**src/source/m6502_pkg.sv**
```systemverilog
// Subset 6502 instruction set: only N, Z and C flags exist, there is no stack and no BCD mode
package m6502_pkg;

  typedef logic [7:0]  byte_t;
  typedef logic [15:0] addr_t;
  typedef logic [7:0]  opcode_t;

  // First opcode fetch after reset
  localparam addr_t RESET_PC = 16'h4000;

  // Group 01 instructions use the aaabbbcc layout
  localparam logic [1:0] GRP_ALU = 2'b01;

  localparam logic [2:0] MODE_ZP    = 3'b001;
  localparam logic [2:0] MODE_IMM   = 3'b010;
  localparam logic [2:0] MODE_ABS   = 3'b011;
  localparam logic [2:0] MODE_ABS_Y = 3'b110;
  localparam logic [2:0] MODE_ABS_X = 3'b111;

  localparam logic [2:0] AAA_ORA = 3'b000;
  localparam logic [2:0] AAA_AND = 3'b001;
  localparam logic [2:0] AAA_EOR = 3'b010;
  localparam logic [2:0] AAA_ADC = 3'b011;
  localparam logic [2:0] AAA_STA = 3'b100;
  localparam logic [2:0] AAA_LDA = 3'b101;
  localparam logic [2:0] AAA_CMP = 3'b110;
  localparam logic [2:0] AAA_SBC = 3'b111;

  // Opcodes outside group 01, decoded as whole bytes
  localparam opcode_t OPC_BRK     = 8'h00;
  localparam opcode_t OPC_JMP_ABS = 8'h4c;
  localparam opcode_t OPC_LDX_IMM = 8'ha2;
  localparam opcode_t OPC_LDY_IMM = 8'ha0;
  localparam opcode_t OPC_STX_ZP  = 8'h86;
  localparam opcode_t OPC_STY_ZP  = 8'h84;
  localparam opcode_t OPC_INX     = 8'he8;
  localparam opcode_t OPC_INY     = 8'hc8;
  localparam opcode_t OPC_DEX     = 8'hca;
  localparam opcode_t OPC_DEY     = 8'h88;
  localparam opcode_t OPC_TAX     = 8'haa;
  localparam opcode_t OPC_TXA     = 8'h8a;
  localparam opcode_t OPC_TAY     = 8'ha8;
  localparam opcode_t OPC_TYA     = 8'h98;
  localparam opcode_t OPC_CLC     = 8'h18;
  localparam opcode_t OPC_SEC     = 8'h38;
  localparam opcode_t OPC_BPL     = 8'h10;
  localparam opcode_t OPC_BMI     = 8'h30;
  localparam opcode_t OPC_BCC     = 8'h90;
  localparam opcode_t OPC_BCS     = 8'hb0;
  localparam opcode_t OPC_BNE     = 8'hd0;
  localparam opcode_t OPC_BEQ     = 8'hf0;

  typedef struct packed {
    logic n;
    logic z;
    logic c;
  } flags_t;

  typedef enum logic [4:0] {
    ALU_ORA, ALU_AND, ALU_EOR, ALU_ADC, ALU_SBC, ALU_CMP, ALU_LDA,
    ALU_LDX, ALU_LDY, ALU_INX, ALU_INY, ALU_DEX, ALU_DEY,
    ALU_TAX, ALU_TXA, ALU_TAY, ALU_TYA, ALU_CLC, ALU_SEC, ALU_NONE
  } alu_op_t;

  typedef enum logic [1:0] {
    STORE_A,
    STORE_X,
    STORE_Y
  } store_src_t;

  typedef enum logic [2:0] {
    SEQ_FETCH_OP,
    SEQ_FETCH_LO,
    SEQ_FETCH_HI,
    SEQ_READ_OP,
    SEQ_EXECUTE,
    SEQ_STORE,
    SEQ_HALTED,
    SEQ_ERROR
  } seq_state_t;

  typedef struct packed {
    alu_op_t op;
    byte_t   operand;
    logic    valid;
  } exec_cmd_t;

endpackage

```
**src/source/axi_lite_pkg.sv**
```systemverilog
// AXI4-Lite with 32-bit address and data; the core moves one byte per transaction
package axi_lite_pkg;

  typedef struct packed {
    logic [31:0] awaddr;
    logic        awvalid;
    logic [31:0] wdata;
    logic [3:0]  wstrb;
    logic        wvalid;
    logic        bready;
    logic [31:0] araddr;
    logic        arvalid;
    logic        rready;
  } axi_lite_req_t;

  typedef struct packed {
    logic        awready;
    logic        wready;
    logic        bvalid;
    logic [1:0]  bresp;
    logic        arready;
    logic        rvalid;
    logic [31:0] rdata;
    logic [1:0]  rresp;
  } axi_lite_rsp_t;

  // Byte access from the sequencer, held until done
  typedef struct packed {
    m6502_pkg::addr_t addr;
    logic             write;
    m6502_pkg::byte_t wdata;
    logic             valid;
  } mem_req_t;

  typedef struct packed {
    logic             done;
    m6502_pkg::byte_t rdata;
  } mem_rsp_t;

endpackage

```
**src/source/axi_lite_byte_master.sv**
```systemverilog
// One AXI4-Lite transaction at a time; the upper address bits are zero and responses are ignored
`timescale 1ns/1ns

module axi_lite_byte_master (
  input  logic                        raw_clk,
  input  logic                        button_reset,
  input  axi_lite_pkg::mem_req_t      mem_req,
  output axi_lite_pkg::mem_rsp_t      mem_rsp,
  output axi_lite_pkg::axi_lite_req_t bus_req,
  input  axi_lite_pkg::axi_lite_rsp_t bus_rsp
);

  typedef enum logic [1:0] {
    BUS_IDLE,
    BUS_ADDR,
    BUS_RESP
  } bus_state_t;

  bus_state_t       state;
  logic             write_q;
  logic             aw_ok;
  logic             w_ok;
  m6502_pkg::addr_t addr_q;
  m6502_pkg::byte_t wdata_q;
  logic             aw_hs;
  logic             w_hs;
  logic             ar_hs;

  // Valids and readies come straight from the state
  always_comb
  begin
    bus_req.awaddr  = {16'h0000, addr_q};
    bus_req.araddr  = {16'h0000, addr_q};
    bus_req.wdata   = {4{wdata_q}};
    bus_req.wstrb   = 4'b0001 << addr_q[1:0];
    bus_req.awvalid = (state == BUS_ADDR) && write_q && !aw_ok;
    bus_req.wvalid  = (state == BUS_ADDR) && write_q && !w_ok;
    bus_req.arvalid = (state == BUS_ADDR) && !write_q;
    bus_req.bready  = (state == BUS_RESP) && write_q;
    bus_req.rready  = (state == BUS_RESP) && !write_q;
  end

  assign aw_hs = bus_req.awvalid && bus_rsp.awready;
  assign w_hs  = bus_req.wvalid && bus_rsp.wready;
  assign ar_hs = bus_req.arvalid && bus_rsp.arready;

  // Done pulses in the B or R handshake cycle
  assign mem_rsp.done  = (state == BUS_RESP) && (write_q ? bus_rsp.bvalid : bus_rsp.rvalid);
  assign mem_rsp.rdata = bus_rsp.rdata[{addr_q[1:0], 3'b000} +: 8];

  always_ff @(posedge raw_clk)
  begin
    if (!button_reset)
    begin
      state <= BUS_IDLE;
      aw_ok <= 1'b0;
      w_ok  <= 1'b0;
    end
    else
    begin
      case (state)
        BUS_IDLE:
          if (mem_req.valid)
          begin
            addr_q  <= mem_req.addr;
            wdata_q <= mem_req.wdata;
            write_q <= mem_req.write;
            aw_ok   <= 1'b0;
            w_ok    <= 1'b0;
            state   <= BUS_ADDR;
          end
        BUS_ADDR:
          if (write_q)
          begin
            // AW and W may be accepted in either order
            if (aw_hs)
              aw_ok <= 1'b1;
            if (w_hs)
              w_ok <= 1'b1;
            if ((aw_ok || aw_hs) && (w_ok || w_hs))
              state <= BUS_RESP;
          end
          else if (ar_hs)
            state <= BUS_RESP;
        default:
          if (mem_rsp.done)
            state <= BUS_IDLE;
      endcase
    end
  end

endmodule

```
**src/source/cpu_sequencer.sv**
```systemverilog
// Opcodes outside the supported subset stop the core in the error state until reset
`timescale 1ns/1ns

module cpu_sequencer (
  input  logic                    raw_clk,
  input  logic                    button_reset,
  output axi_lite_pkg::mem_req_t  mem_req,
  input  axi_lite_pkg::mem_rsp_t  mem_rsp,
  output m6502_pkg::exec_cmd_t    exec_cmd,
  input  m6502_pkg::byte_t        reg_x,
  input  m6502_pkg::byte_t        reg_y,
  input  m6502_pkg::byte_t        store_data,
  input  m6502_pkg::flags_t       flags,
  output m6502_pkg::store_src_t   store_sel,
  output logic                    halted,
  output logic                    error
);

  typedef enum logic [2:0] {
    AM_NONE,
    AM_IMM,
    AM_ZP,
    AM_ABS,
    AM_ABS_X,
    AM_ABS_Y
  } amode_t;

  typedef struct packed {
    amode_t                mode;
    m6502_pkg::alu_op_t    op;
    m6502_pkg::store_src_t src;
    logic                  store;
    logic                  branch;
    logic                  jump;
    logic                  brk;
    logic                  illegal;
  } decode_t;

  m6502_pkg::seq_state_t state;
  m6502_pkg::addr_t      pc;
  m6502_pkg::addr_t      ea;
  m6502_pkg::opcode_t    opcode;
  m6502_pkg::byte_t      operand;
  m6502_pkg::byte_t      index;
  decode_t               dec;
  decode_t               new_dec;

  function automatic decode_t decode(m6502_pkg::opcode_t opc);
    decode_t d;
    d = '{mode: AM_NONE, op: m6502_pkg::ALU_NONE, src: m6502_pkg::STORE_A,
          store: 1'b0, branch: 1'b0, jump: 1'b0, brk: 1'b0, illegal: 1'b0};
    if (opc[1:0] == m6502_pkg::GRP_ALU)
    begin
      case (opc[4:2])
        m6502_pkg::MODE_ZP:    d.mode = AM_ZP;
        m6502_pkg::MODE_IMM:   d.mode = AM_IMM;
        m6502_pkg::MODE_ABS:   d.mode = AM_ABS;
        m6502_pkg::MODE_ABS_Y: d.mode = AM_ABS_Y;
        m6502_pkg::MODE_ABS_X: d.mode = AM_ABS_X;
        default:               d.illegal = 1'b1;
      endcase
      case (opc[7:5])
        m6502_pkg::AAA_ORA: d.op = m6502_pkg::ALU_ORA;
        m6502_pkg::AAA_AND: d.op = m6502_pkg::ALU_AND;
        m6502_pkg::AAA_EOR: d.op = m6502_pkg::ALU_EOR;
        m6502_pkg::AAA_ADC: d.op = m6502_pkg::ALU_ADC;
        m6502_pkg::AAA_STA: d.store = 1'b1;
        m6502_pkg::AAA_LDA: d.op = m6502_pkg::ALU_LDA;
        m6502_pkg::AAA_CMP: d.op = m6502_pkg::ALU_CMP;
        default:            d.op = m6502_pkg::ALU_SBC;
      endcase
      // STA has no immediate form
      if (d.store && d.mode == AM_IMM)
        d.illegal = 1'b1;
    end
    else
    begin
      case (opc)
        m6502_pkg::OPC_LDX_IMM:
        begin
          d.mode = AM_IMM;
          d.op   = m6502_pkg::ALU_LDX;
        end
        m6502_pkg::OPC_LDY_IMM:
        begin
          d.mode = AM_IMM;
          d.op   = m6502_pkg::ALU_LDY;
        end
        m6502_pkg::OPC_STX_ZP:
        begin
          d.mode  = AM_ZP;
          d.store = 1'b1;
          d.src   = m6502_pkg::STORE_X;
        end
        m6502_pkg::OPC_STY_ZP:
        begin
          d.mode  = AM_ZP;
          d.store = 1'b1;
          d.src   = m6502_pkg::STORE_Y;
        end
        m6502_pkg::OPC_INX: d.op = m6502_pkg::ALU_INX;
        m6502_pkg::OPC_INY: d.op = m6502_pkg::ALU_INY;
        m6502_pkg::OPC_DEX: d.op = m6502_pkg::ALU_DEX;
        m6502_pkg::OPC_DEY: d.op = m6502_pkg::ALU_DEY;
        m6502_pkg::OPC_TAX: d.op = m6502_pkg::ALU_TAX;
        m6502_pkg::OPC_TXA: d.op = m6502_pkg::ALU_TXA;
        m6502_pkg::OPC_TAY: d.op = m6502_pkg::ALU_TAY;
        m6502_pkg::OPC_TYA: d.op = m6502_pkg::ALU_TYA;
        m6502_pkg::OPC_CLC: d.op = m6502_pkg::ALU_CLC;
        m6502_pkg::OPC_SEC: d.op = m6502_pkg::ALU_SEC;
        m6502_pkg::OPC_BPL, m6502_pkg::OPC_BMI, m6502_pkg::OPC_BCC,
        m6502_pkg::OPC_BCS, m6502_pkg::OPC_BNE, m6502_pkg::OPC_BEQ:
        begin
          d.mode   = AM_IMM;
          d.branch = 1'b1;
        end
        m6502_pkg::OPC_JMP_ABS:
        begin
          d.mode = AM_ABS;
          d.jump = 1'b1;
        end
        m6502_pkg::OPC_BRK: d.brk = 1'b1;
        default:            d.illegal = 1'b1;
      endcase
    end
    return d;
  endfunction

  // Bits 7:6 pick the flag, bit 5 is the value that takes the branch
  function automatic logic branch_taken(m6502_pkg::opcode_t opc, m6502_pkg::flags_t f);
    logic flag;
    case (opc[7:6])
      2'b00:   flag = f.n;
      2'b10:   flag = f.c;
      2'b11:   flag = f.z;
      default: flag = 1'b0;
    endcase
    return flag == opc[5];
  endfunction

  assign dec     = decode(opcode);
  assign new_dec = decode(mem_rsp.rdata);
  assign index   = (dec.mode == AM_ABS_X) ? reg_x : ((dec.mode == AM_ABS_Y) ? reg_y : 8'h00);

  // The request is held by the state until done
  always_comb
  begin
    mem_req.valid = (state == m6502_pkg::SEQ_FETCH_OP) || (state == m6502_pkg::SEQ_FETCH_LO) ||
                    (state == m6502_pkg::SEQ_FETCH_HI) || (state == m6502_pkg::SEQ_READ_OP) ||
                    (state == m6502_pkg::SEQ_STORE);
    mem_req.write = (state == m6502_pkg::SEQ_STORE);
    mem_req.addr  = (state == m6502_pkg::SEQ_READ_OP || state == m6502_pkg::SEQ_STORE) ? ea : pc;
    mem_req.wdata = store_data;
  end

  assign exec_cmd.valid   = (state == m6502_pkg::SEQ_EXECUTE);
  assign exec_cmd.op      = dec.op;
  assign exec_cmd.operand = operand;
  assign store_sel        = dec.src;
  assign halted           = (state == m6502_pkg::SEQ_HALTED);
  assign error            = (state == m6502_pkg::SEQ_ERROR);

  always_ff @(posedge raw_clk)
  begin
    if (!button_reset)
    begin
      state <= m6502_pkg::SEQ_FETCH_OP;
      pc    <= m6502_pkg::RESET_PC;
    end
    else
    begin
      case (state)
        m6502_pkg::SEQ_FETCH_OP:
          if (mem_rsp.done)
          begin
            opcode <= mem_rsp.rdata;
            pc     <= pc + 16'd1;
            if (new_dec.illegal)
              state <= m6502_pkg::SEQ_ERROR;
            else if (new_dec.brk)
              state <= m6502_pkg::SEQ_HALTED;
            else if (new_dec.mode == AM_NONE)
              state <= m6502_pkg::SEQ_EXECUTE;
            else
              state <= m6502_pkg::SEQ_FETCH_LO;
          end
        m6502_pkg::SEQ_FETCH_LO:
          if (mem_rsp.done)
          begin
            operand <= mem_rsp.rdata;
            ea      <= {8'h00, mem_rsp.rdata};
            pc      <= pc + 16'd1;
            if (dec.branch)
            begin
              // Offset is relative to the byte after the operand
              if (branch_taken(opcode, flags))
                pc <= pc + 16'd1 + {{8{mem_rsp.rdata[7]}}, mem_rsp.rdata};
              state <= m6502_pkg::SEQ_FETCH_OP;
            end
            else if (dec.mode == AM_IMM)
              state <= m6502_pkg::SEQ_EXECUTE;
            else if (dec.mode == AM_ZP)
              state <= dec.store ? m6502_pkg::SEQ_STORE : m6502_pkg::SEQ_READ_OP;
            else
              state <= m6502_pkg::SEQ_FETCH_HI;
          end
        m6502_pkg::SEQ_FETCH_HI:
          if (mem_rsp.done)
          begin
            pc <= pc + 16'd1;
            ea <= {mem_rsp.rdata, operand} + {8'h00, index};
            if (dec.jump)
            begin
              pc    <= {mem_rsp.rdata, operand};
              state <= m6502_pkg::SEQ_FETCH_OP;
            end
            else
              state <= dec.store ? m6502_pkg::SEQ_STORE : m6502_pkg::SEQ_READ_OP;
          end
        m6502_pkg::SEQ_READ_OP:
          if (mem_rsp.done)
          begin
            operand <= mem_rsp.rdata;
            state   <= m6502_pkg::SEQ_EXECUTE;
          end
        m6502_pkg::SEQ_EXECUTE:
          state <= m6502_pkg::SEQ_FETCH_OP;
        m6502_pkg::SEQ_STORE:
          if (mem_rsp.done)
            state <= m6502_pkg::SEQ_FETCH_OP;
        default:
          state <= state;
      endcase
    end
  end

endmodule

```
**src/source/cpu_datapath.sv**
```systemverilog
// Binary arithmetic only; there is no overflow flag and no decimal mode
`timescale 1ns/1ns

module cpu_datapath (
  input  logic                  raw_clk,
  input  logic                  button_reset,
  input  m6502_pkg::exec_cmd_t  exec_cmd,
  input  m6502_pkg::store_src_t store_sel,
  output m6502_pkg::byte_t      reg_x,
  output m6502_pkg::byte_t      reg_y,
  output m6502_pkg::byte_t      store_data,
  output m6502_pkg::flags_t     flags
);

  m6502_pkg::byte_t  reg_a;
  m6502_pkg::byte_t  nxt_a;
  m6502_pkg::byte_t  nxt_x;
  m6502_pkg::byte_t  nxt_y;
  m6502_pkg::flags_t nxt_flags;
  m6502_pkg::byte_t  res;
  m6502_pkg::byte_t  b_in;
  logic              cin;
  logic              set_nz;
  logic [8:0]        sum;
  logic              subtract;

  // SBC and CMP add the inverted operand so carry means no borrow
  assign subtract = (exec_cmd.op == m6502_pkg::ALU_SBC) || (exec_cmd.op == m6502_pkg::ALU_CMP);
  assign b_in     = subtract ? ~exec_cmd.operand : exec_cmd.operand;
  assign cin      = (exec_cmd.op == m6502_pkg::ALU_CMP) ? 1'b1 : flags.c;
  assign sum      = {1'b0, reg_a} + {1'b0, b_in} + {8'h00, cin};

  always_comb
  begin
    nxt_a     = reg_a;
    nxt_x     = reg_x;
    nxt_y     = reg_y;
    nxt_flags = flags;
    res       = 8'h00;
    set_nz    = 1'b1;
    case (exec_cmd.op)
      m6502_pkg::ALU_ORA: res = reg_a | exec_cmd.operand;
      m6502_pkg::ALU_AND: res = reg_a & exec_cmd.operand;
      m6502_pkg::ALU_EOR: res = reg_a ^ exec_cmd.operand;
      m6502_pkg::ALU_ADC, m6502_pkg::ALU_SBC, m6502_pkg::ALU_CMP:
      begin
        res         = sum[7:0];
        nxt_flags.c = sum[8];
      end
      m6502_pkg::ALU_LDA, m6502_pkg::ALU_LDX, m6502_pkg::ALU_LDY: res = exec_cmd.operand;
      m6502_pkg::ALU_INX: res = reg_x + 8'd1;
      m6502_pkg::ALU_DEX: res = reg_x - 8'd1;
      m6502_pkg::ALU_INY: res = reg_y + 8'd1;
      m6502_pkg::ALU_DEY: res = reg_y - 8'd1;
      m6502_pkg::ALU_TAX, m6502_pkg::ALU_TAY: res = reg_a;
      m6502_pkg::ALU_TXA: res = reg_x;
      m6502_pkg::ALU_TYA: res = reg_y;
      m6502_pkg::ALU_CLC:
      begin
        nxt_flags.c = 1'b0;
        set_nz      = 1'b0;
      end
      m6502_pkg::ALU_SEC:
      begin
        nxt_flags.c = 1'b1;
        set_nz      = 1'b0;
      end
      default: set_nz = 1'b0;
    endcase

    // Destination register of the result; CMP writes none
    case (exec_cmd.op)
      m6502_pkg::ALU_ORA, m6502_pkg::ALU_AND, m6502_pkg::ALU_EOR, m6502_pkg::ALU_ADC,
      m6502_pkg::ALU_SBC, m6502_pkg::ALU_LDA, m6502_pkg::ALU_TXA, m6502_pkg::ALU_TYA:
        nxt_a = res;
      m6502_pkg::ALU_LDX, m6502_pkg::ALU_INX, m6502_pkg::ALU_DEX, m6502_pkg::ALU_TAX:
        nxt_x = res;
      m6502_pkg::ALU_LDY, m6502_pkg::ALU_INY, m6502_pkg::ALU_DEY, m6502_pkg::ALU_TAY:
        nxt_y = res;
      default:
        nxt_a = reg_a;
    endcase

    if (set_nz)
    begin
      nxt_flags.n = res[7];
      nxt_flags.z = (res == 8'h00);
    end
  end

  always_ff @(posedge raw_clk)
  begin
    if (!button_reset)
    begin
      reg_a <= 8'h00;
      reg_x <= 8'h00;
      reg_y <= 8'h00;
      flags <= '0;
    end
    else if (exec_cmd.valid)
    begin
      reg_a <= nxt_a;
      reg_x <= nxt_x;
      reg_y <= nxt_y;
      flags <= nxt_flags;
    end
  end

  always_comb
  begin
    case (store_sel)
      m6502_pkg::STORE_X: store_data = reg_x;
      m6502_pkg::STORE_Y: store_data = reg_y;
      default:            store_data = reg_a;
    endcase
  end

endmodule

```
**src/source/m6502_top.sv**
```systemverilog
// Core runs directly on raw_clk; all memory and I/O are reached over the AXI4-Lite port
`timescale 1ns/1ns

module m6502_top (
  input  logic                        raw_clk,
  input  logic                        button_reset,
  output axi_lite_pkg::axi_lite_req_t bus_req,
  input  axi_lite_pkg::axi_lite_rsp_t bus_rsp,
  output logic                        halted,
  output logic                        error
);

  axi_lite_pkg::mem_req_t  mem_req;
  axi_lite_pkg::mem_rsp_t  mem_rsp;
  m6502_pkg::exec_cmd_t    exec_cmd;
  m6502_pkg::store_src_t   store_sel;
  m6502_pkg::byte_t        reg_x;
  m6502_pkg::byte_t        reg_y;
  m6502_pkg::byte_t        store_data;
  m6502_pkg::flags_t       flags;

  cpu_sequencer u_seq (
    .raw_clk      (raw_clk),
    .button_reset (button_reset),
    .mem_req      (mem_req),
    .mem_rsp      (mem_rsp),
    .exec_cmd     (exec_cmd),
    .reg_x        (reg_x),
    .reg_y        (reg_y),
    .store_data   (store_data),
    .flags        (flags),
    .store_sel    (store_sel),
    .halted       (halted),
    .error        (error)
  );

  cpu_datapath u_dp (
    .raw_clk      (raw_clk),
    .button_reset (button_reset),
    .exec_cmd     (exec_cmd),
    .store_sel    (store_sel),
    .reg_x        (reg_x),
    .reg_y        (reg_y),
    .store_data   (store_data),
    .flags        (flags)
  );

  axi_lite_byte_master u_bus (
    .raw_clk      (raw_clk),
    .button_reset (button_reset),
    .mem_req      (mem_req),
    .mem_rsp      (mem_rsp),
    .bus_req      (bus_req),
    .bus_rsp      (bus_rsp)
  );

endmodule

```
**config.mk**
```make
export PLATFORM = sky130hd
export DESIGN_NAME = m6502_top
export DESIGN_NICKNAME = d
export VERILOG_FILES = /design/src/source/m6502_pkg.sv /design/src/source/axi_lite_pkg.sv /design/src/source/axi_lite_byte_master.sv /design/src/source/cpu_sequencer.sv /design/src/source/cpu_datapath.sv /design/src/source/m6502_top.sv
export SDC_FILE = /design/constraint.sdc
export NUM_CORES = 1
export LEC_CHECK = 0
export BUFFER_PORTS_ARGS = -buffer_cell sky130_fd_sc_hd__buf_2
export CAP_MARGIN = 20
export CORE_ASPECT_RATIO = 1.4
export CORE_MARGIN = 2
export CORE_UTILIZATION = 63
export DETAILED_ROUTE_END_ITERATION = 8
export GPL_TIMING_DRIVEN = 0
export PLACE_DENSITY = 0.87
export SLEW_MARGIN = 20
export SYNTH_ARGS = -nofsm -noshare
export SYNTH_HDL_FRONTEND = slang
export SYNTH_HIERARCHICAL = 1
export SYNTH_SLANG_ARGS = --single-unit
```
**constraint.sdc**
```tcl
create_clock -name raw_clk -period 9.9 [get_ports raw_clk]
set_input_delay 0.99 -clock raw_clk [delete_from_list [all_inputs] [get_ports raw_clk]]
set_output_delay 0.99 -clock raw_clk [all_outputs]
set_load 0.05 [all_outputs]
```
==> impl_metrics.py, run 1 <==
metrics = {
    "floorplanning": {
        "die_x_um": 109,
        "rows": 53,
        "io_pins": 150,
        "die_area_sq_um": 16500,
        "coreArea_sq_um": 15100,
        "die_h_um": 151,
        "start_util_pct": 64.7,
    },
    "cts": {
        "clk_pin_slew_ns": 0.07,
        "holdBufCountCts": 0,
        "cts_setup_buffers": 0,
        "root_buffer": "clkbuf_16",
        "cts_sinks": 107,
        "numCtsBuffers": 9,
        "clockBufferDepth": 2,
        "cts_tree": "yes",
        "cts.repair.resized": 0,
        "clock_latency_ns": 0.35,
        "htreeDepth": 3,
    },
    "finish": {
        "final_cell_mix": "126 x buf_2, 89 x nor2_1, 84 x a21oi_1, 84 x buf_4, 77 x nand2_1",
        "insertedDiodeCount": 0,
        "drive_gt1_share_pct": 23.1,
        "fillCellCount": 1196,
        "mostFrequentLayoutCell": "buf_2",
        "finish.utilization_pct": 72.8,
        "nets": 1389,
        "area_growth_pct": 12.6,
    },
    "worst_hold_path": {
        "hold_class": "flip-flop to flip-flop",
    },
    "critical_path": {
        "cp.required_ns": 10.20,
        "critPathKind": "flip-flop to flip-flop",
        "arrival_ns": 6.75,
        "critPathLaunchType": "flip-flop",
        "crit_chain": "clkbuf_1 > nor2b_1 > nand2_1 > nor2_1 > nand3_1 > a31o_2 > clkbuf_4 > buf_6 > buf_2 > nand2b_1 > nor3_2 > xnor2_1 > fa_1 > inv_1 > fa_1 > nor2b_1 > nor3_1 > nor4_2 > and4_1 > nor4bb_1 > a31o_1",
        "crit_fanout": 10,
        "crit_slowest_cell": "nor3_2",
        "cp_slowest_stage_delay_ns": 0.77,
        "crit_path_end_kind": "flip-flop",
    },
    "placement": {
        "gp_congestion": 0.981,
        "hpwl_um": 22400,
        "port_buffers": 113,
    },
    "timing": {
        "whs_ns": 0.517,
        "setup_tns_ns": 0,
        "final_hold_viol_count": 0,
        "fin_crit_sh_pct": 65.2,
        "clock_skew_ns": 0.00871,
        "setup_viol": 0,
        "worst_slew_pin_slew_ns": 1.07,
        "relSlewSlack_pct": 27.4,
        "final-max-slew-violation-count": 0,
        "rsz0062_at_grt": "false",
        "period_needed_ns": 6.45,
        "fmax_mhz": 155,
    },
    "detailed_routing": {
        "wl_per_cell_um": 19.5,
        "antenna_left": 0,
        "viasPerCell": 6.34,
        "drt_iter0_drc": 858,
        "routed_wl_um": 28800,
        "route.detailed.drc": 0,
        "firstDrtPassIters": 8,
        "vias": 9354,
    },
    "synth": {
        "syn_area_sq_um": 9780,
        "seq_area_frac_synth_pct": 27.7,
        "syn-instance-count": 1124,
        "synth_warnings": 6,
        "ys_ff_latch": 107,
        "synth_ff_type": "edfxtp_1",
        "synth_cell_types": 97,
        "avgSynthCellArea_sq_um": 8.70,
        "synth_edf_count": 57,
        "synth_area_leaders": "edfxtp_1 18%, dfxtp_1 10%, ha_1 7.8%, buf_4 6.4%, a21oi_1 4.3%",
        "synth.largest_area_cell": "edfxtp_1",
        "synth_top_cell_area_share_pct": 17.5,
        "async_flop_share_pct": 0,
    },
    "pwr": {
        "power.total_mw": 1.28,
        "leakage_nw": 4.73,
        "power_density_nw_per_um2": 116,
        "vdd_drop_max_uv": 83.8,
    },
    "global_route": {
        "grt_pass1_vias": 8741,
        "grt-ovfl-total": 0,
        "antenna_found_initial": 0,
        "grt_max_degree": 27,
        "grt_usage_pct": 35.0,
        "grt_pass1_wl_um": 44700,
    },
    "run": {
        "cap_viol_max_count": 0,
    },
    "status": {
        "outcome": "completed",
    },
}
power by group:
group          switching (mW)  internal, mW  total (mW)
Sequential             0.0158         0.490       0.506
Clock                   0.175         0.176       0.350
Combinational           0.292         0.130       0.422
Total                   0.483         0.796        1.28
state kept, by name, indices dropped and copies added, names as in the netlist:
register       flops
u_bus/write_q      1
u_bus/state        2
u_bus/aw_ok        1
u_seq/opcode       8
u_bus/w_ok         1
u_seq/state        3
u_dp/flags         3
u_seq/pc          16
u_seq/operand      8
u_dp/reg_y         8
u_bus/addr_q      16
u_seq/ea          16
u_dp/reg_a         8
u_bus/wdata_q      8
u_dp/reg_x         8
final timing paths:
check	start	to	slack, ns	cells after the start
setup reg to reg	u_seq/opcode[7]	u_dp/flags[1]	3.45	21
hold reg to reg	u_bus/w_ok	u_bus/w_ok	0.52	2
setup / recovery	u_seq/opcode[7]	u_dp/flags[1]	3.45	21
hold / removal	u_bus/w_ok	u_bus/w_ok	0.52	2
synth_stat cells (7+ instances only):
library cell	n
nor2b_1	11
buf_4	84
buf_2	13
o21bai_1	7
clkbuf_1	34
edfxtp_1	57
and3_1	13
a21o_1	19
nor2_1	90
ha_1	61
o21ai_0	57
buf_6	7
inv_1	42
nor3b_1	8
a21oi_1	84
xnor2_1	40
a221oi_1	17
o21a_1	9
nand2_1	77
or3_1	13
and2_1	9
a211oi_1	29
nor3_1	29
mux2i_1	18
nand3_1	25
dfxtp_1	50
mux2_2	18
a31oi_1	7
nand2b_1	12
xor2_1	18
routing by layer:
metal | vias up | track usage [%] | share of wire, %
li1 | 4376 | - | -
met1 | 4258 | 38.9 | 35
met2 | 562 | 62.1 | 51
met3 | 158 | 3.92 | 7.4
met4 | 0 | 23.5 | 7.4
met5 | - | 0 | 0
cells by family (layout without fill, tap and decap cells):
logic type	after synthesis	in the layout	share of synthesized area [%]
AOI/OAI and AO/OA	314	314	22.0
xor gates and xnor gates	59	59	5.36
adders and majority gates	67	67	9.04
buffers and inverters	183	312	11.0
DFF	107	107	27.7
muxes	45	45	5.99
other	1	32	0.0384
and+or+nand+nor	348	348	18.8
per-stage QoR:
step	setup WS (ns)	std cells	instance area, sq um
after floorplan	5.04	1155	9890
after global routing	3.22	1476	11000
after global placement	3.72	1460	10700
final	3.45	1476	11000
after CTS	3.65	1476	11000
after detailed placement	3.71	1460	10700
worst max-delay path, delay by kind of cell, from the launching register on:
family,cells,cell delay [ns]
simple gates,11,3.51
fa+ha+maj,2,0.72
buf+inv,5,0.96
compound gates,2,0.58
flops,1,0.39
xor+xnor,1,0.23
cell type report:
| type | count | area (sq um) | area share, % |
|---|---|---|---|
| plain buffers | 140 | 915 | 8.31 |
| repair buffers | 113 | 566 | 5.14 |
| multi-input cells | 865 | 6130 | 55.7 |
| clock inverters | 7 | 58.8 | 0.534 |
| inverters | 43 | 161 | 1.47 |
| clock buffers | 9 | 225 | 2.05 |
| flip-flops and latches | 107 | 2710 | 24.7 |
| well taps | 192 | 240 | 2.18 |
(Power assumes the default switching activity.)
==> inputs of run 2 (changes only) <==
CORE_UTILIZATION = 59   (was 63)
PLACE_DENSITY = 0.82   (was 0.87)
clock period = 6.6 ns   (was 9.9 ns; I/O delays follow)
==> run 2 against run 1 <==
Largest cell class unchanged. Fmax grew 3.6%. Clock skew is 0.0031 ns higher. Global-route usage down 3.6 points. First-iteration DRC count decreased by 8.7%. Flip-flop and latch count unchanged. Critical path type unchanged. Die area grew 6.6%. Sequential power rose by 50%.
==> impl_metrics.py, run 2 (same netlist as run 1, synthesis figures left out) <==
metrics = {
    "status": {
        "outcome": "completed",
    },
    "finish": {
        "insertedDiodeCount": 0,
        "mostFrequentLayoutCell": "buf_2",
        "finish.instance_area_sq_um": 11000,
        "nets": 1389,
        "finish.utilization_pct": 68.1,
        "top_regs": "u_bus/addr_q x16, u_seq/ea x16, u_seq/pc x16",
        "final_cell_mix": "126 x buf_2, 89 x nor2_1, 84 x a21oi_1, 84 x buf_4, 77 x nand2_1",
        "drive_gt1_share_pct": 22.9,
        "area_growth_pct": 12.6,
    },
    "detailed_routing": {
        "drt_iter0_drc": 783,
        "vias": 9301,
        "antenna_left": 0,
        "routed_wl_um": 28500,
        "viasPerCell": 6.27,
        "route.detailed.drc": 0,
        "wl_per_cell_um": 19.2,
        "firstDrtPassIters": 5,
    },
    "cts": {
        "root_buffer": "clkbuf_16",
        "clock_latency_ns": 0.34,
        "cts_setup_buffers": 0,
        "htreeDepth": 3,
        "cts_tree": "yes",
        "clockBufferDepth": 2,
        "clk_pin_slew_ns": 0.08,
        "cts_sinks": 107,
        "numCtsBuffers": 9,
    },
    "timing": {
        "setup_tns_ns": 0,
        "final_hold_viol_count": 0,
        "clock_skew_ns": 0.0118,
        "setup_ws_ns": 0.372,
        "period_needed_ns": 6.23,
        "rsz0062_at_grt": "false",
        "whs_ns": 0.527,
        "fmax_mhz": 161,
        "setup_viol": 0,
        "final-max-slew-violation-count": 0,
        "fin_crit_sh_pct": 94.4,
        "worst_slew_pin_slew_ns": 1.18,
        "relSlewSlack_pct": 20.9,
    },
    "worst_hold_path": {
        "hold_class": "flip-flop to flip-flop",
    },
    "floorplanning": {
        "rows": 55,
        "start_util_pct": 60.5,
        "io_pins": 150,
        "coreArea_sq_um": 16200,
        "die_area_sq_um": 17600,
        "die_h_um": 156,
        "die_x_um": 113,
    },
    "critical_path": {
        "rr_startpoint": "u_seq/opcode[7]",
        "crit_buf_inv": 4,
        "crit_end": "u_dp/flags[1]",
        "critPathLaunchType": "flip-flop",
        "crit_fanout": 10,
        "path_delay_family": "simple AND/OR/NAND/NOR gates",
        "cp.required_ns": 6.88,
        "r2r-end": "u_dp/flags[1]",
        "crit_slowest_cell": "nor4bb_1",
        "crit_path_end_kind": "flip-flop",
        "cp_slowest_stage_delay_ns": 0.64,
        "critPathKind": "flip-flop to flip-flop",
        "crit_chain": "clkbuf_1 > nor2b_1 > nand2_1 > nor2_1 > nand3_1 > a31o_2 > clkbuf_4 > buf_6 > buf_2 > nand2b_1 > nor3_4 > xnor2_1 > fa_1 > a211oi_1 > o21ai_0 > nand2_1 > xnor2_1 > a2111oi_4 > nor4bb_1 > a31o_1",
        "arrival_ns": 6.51,
        "r2r_slack_ns": 0.37,
        "cp-startpoint": "u_seq/opcode[7]",
        "ff2ff_path_depth": 20,
        "cp.depth": 20,
    },
    "placement": {
        "hpwl_um": 22300,
        "dpl_cell_area_sq_um": 10700,
        "gp_congestion": 0.961,
        "post-place-ws_ns": 0.367,
        "port_buffers": 113,
    },
    "global_route": {
        "grt_usage_pct": 31.4,
        "antenna_found_initial": 0,
        "grt_pass1_wl_um": 44400,
        "grt-ovfl-total": 0,
        "grt_max_degree": 27,
        "grt_pass1_vias": 8619,
    },
    "run": {
        "cap_viol_max_count": 0,
    },
    "pwr": {
        "leakage_nw": 4.72,
        "power_density_nw_per_um2": 173,
        "vdd_drop_max_uv": 134,
    },
}
-- run 2: changes by cell type in the layout (fill, tap and decap cells not counted), sizes merged --
cell	before	now
inv	47	46
clkinv	3	1
clkinvlp	0	1
clkbuf	45	47
-- run 2: how the worst min path moves through the flow --
stage                startpoint          end  slack (ns)  cells past startpoint
finish              u_bus/aw_ok  u_bus/aw_ok        0.53                      2
global route        u_bus/aw_ok  u_bus/aw_ok        0.56                      2
CTS                 u_bus/aw_ok  u_bus/aw_ok        0.52                      2
detailed placement  u_bus/aw_ok  u_bus/aw_ok        0.50                      2
global placement    u_bus/aw_ok  u_bus/aw_ok        0.49                      2
floorplan            u_bus/w_ok   u_bus/w_ok        0.46                      2
-- run 2: worst register-to-register path, delay by kind of cell, from the launching register on --
kind                       cells  cell delay [ns]
and+or+nand+nor                8             2.24
AOI/OAI and AO/OA              5             1.84
buffers and inverters          4             0.90
adders and majority gates      1             0.49
DFF                            1             0.39
xor gates and xnor gates       2             0.30
-- run 2: through the flow --
step	power, mW	cells
2_1_floorplan	1.26	1155
3_3_place_gp	1.38	1467
3_5_place_dp	1.40	1467
4_1_cts	1.90	1483
5_1_grt	1.98	1483
6_report	1.91	1483
-- run 2: routing by layer --
| layer | vias to the layer above | part of all wire (%) | GRT usage, % |
|---|---|---|---|
| met5 | - | 0 | 0 |
| met4 | 0 | 5.2 | 16.5 |
| met3 | 107 | 6.6 | 2.56 |
| met2 | 509 | 52 | 58.2 |
| met1 | 4310 | 36 | 35.6 |
| li1 | 4375 | - | - |
-- run 2: layout make-up --
cell class	count	area, sq um
clock buffer	11	233
tap	199	249
fill	1367	5160
buffer	140	915
clock inverter	5	45.0
sequential	107	2710
timing repair buffer	113	566
multi-input combinational	865	6130
inverter	43	161
-- run 2: where the power goes --
part           internal (mW)  switching (mW)  total (mW)
combinational          0.195           0.439       0.634
clock                  0.263           0.254       0.517
sequential             0.735          0.0229       0.758
-- run 2: timing repair --
action / 4_1_cts / 5_1_grt
resized for setup: 0 / 1
endpoints found under the setup margin: 0 / 4
hold buffers: 0 / 0
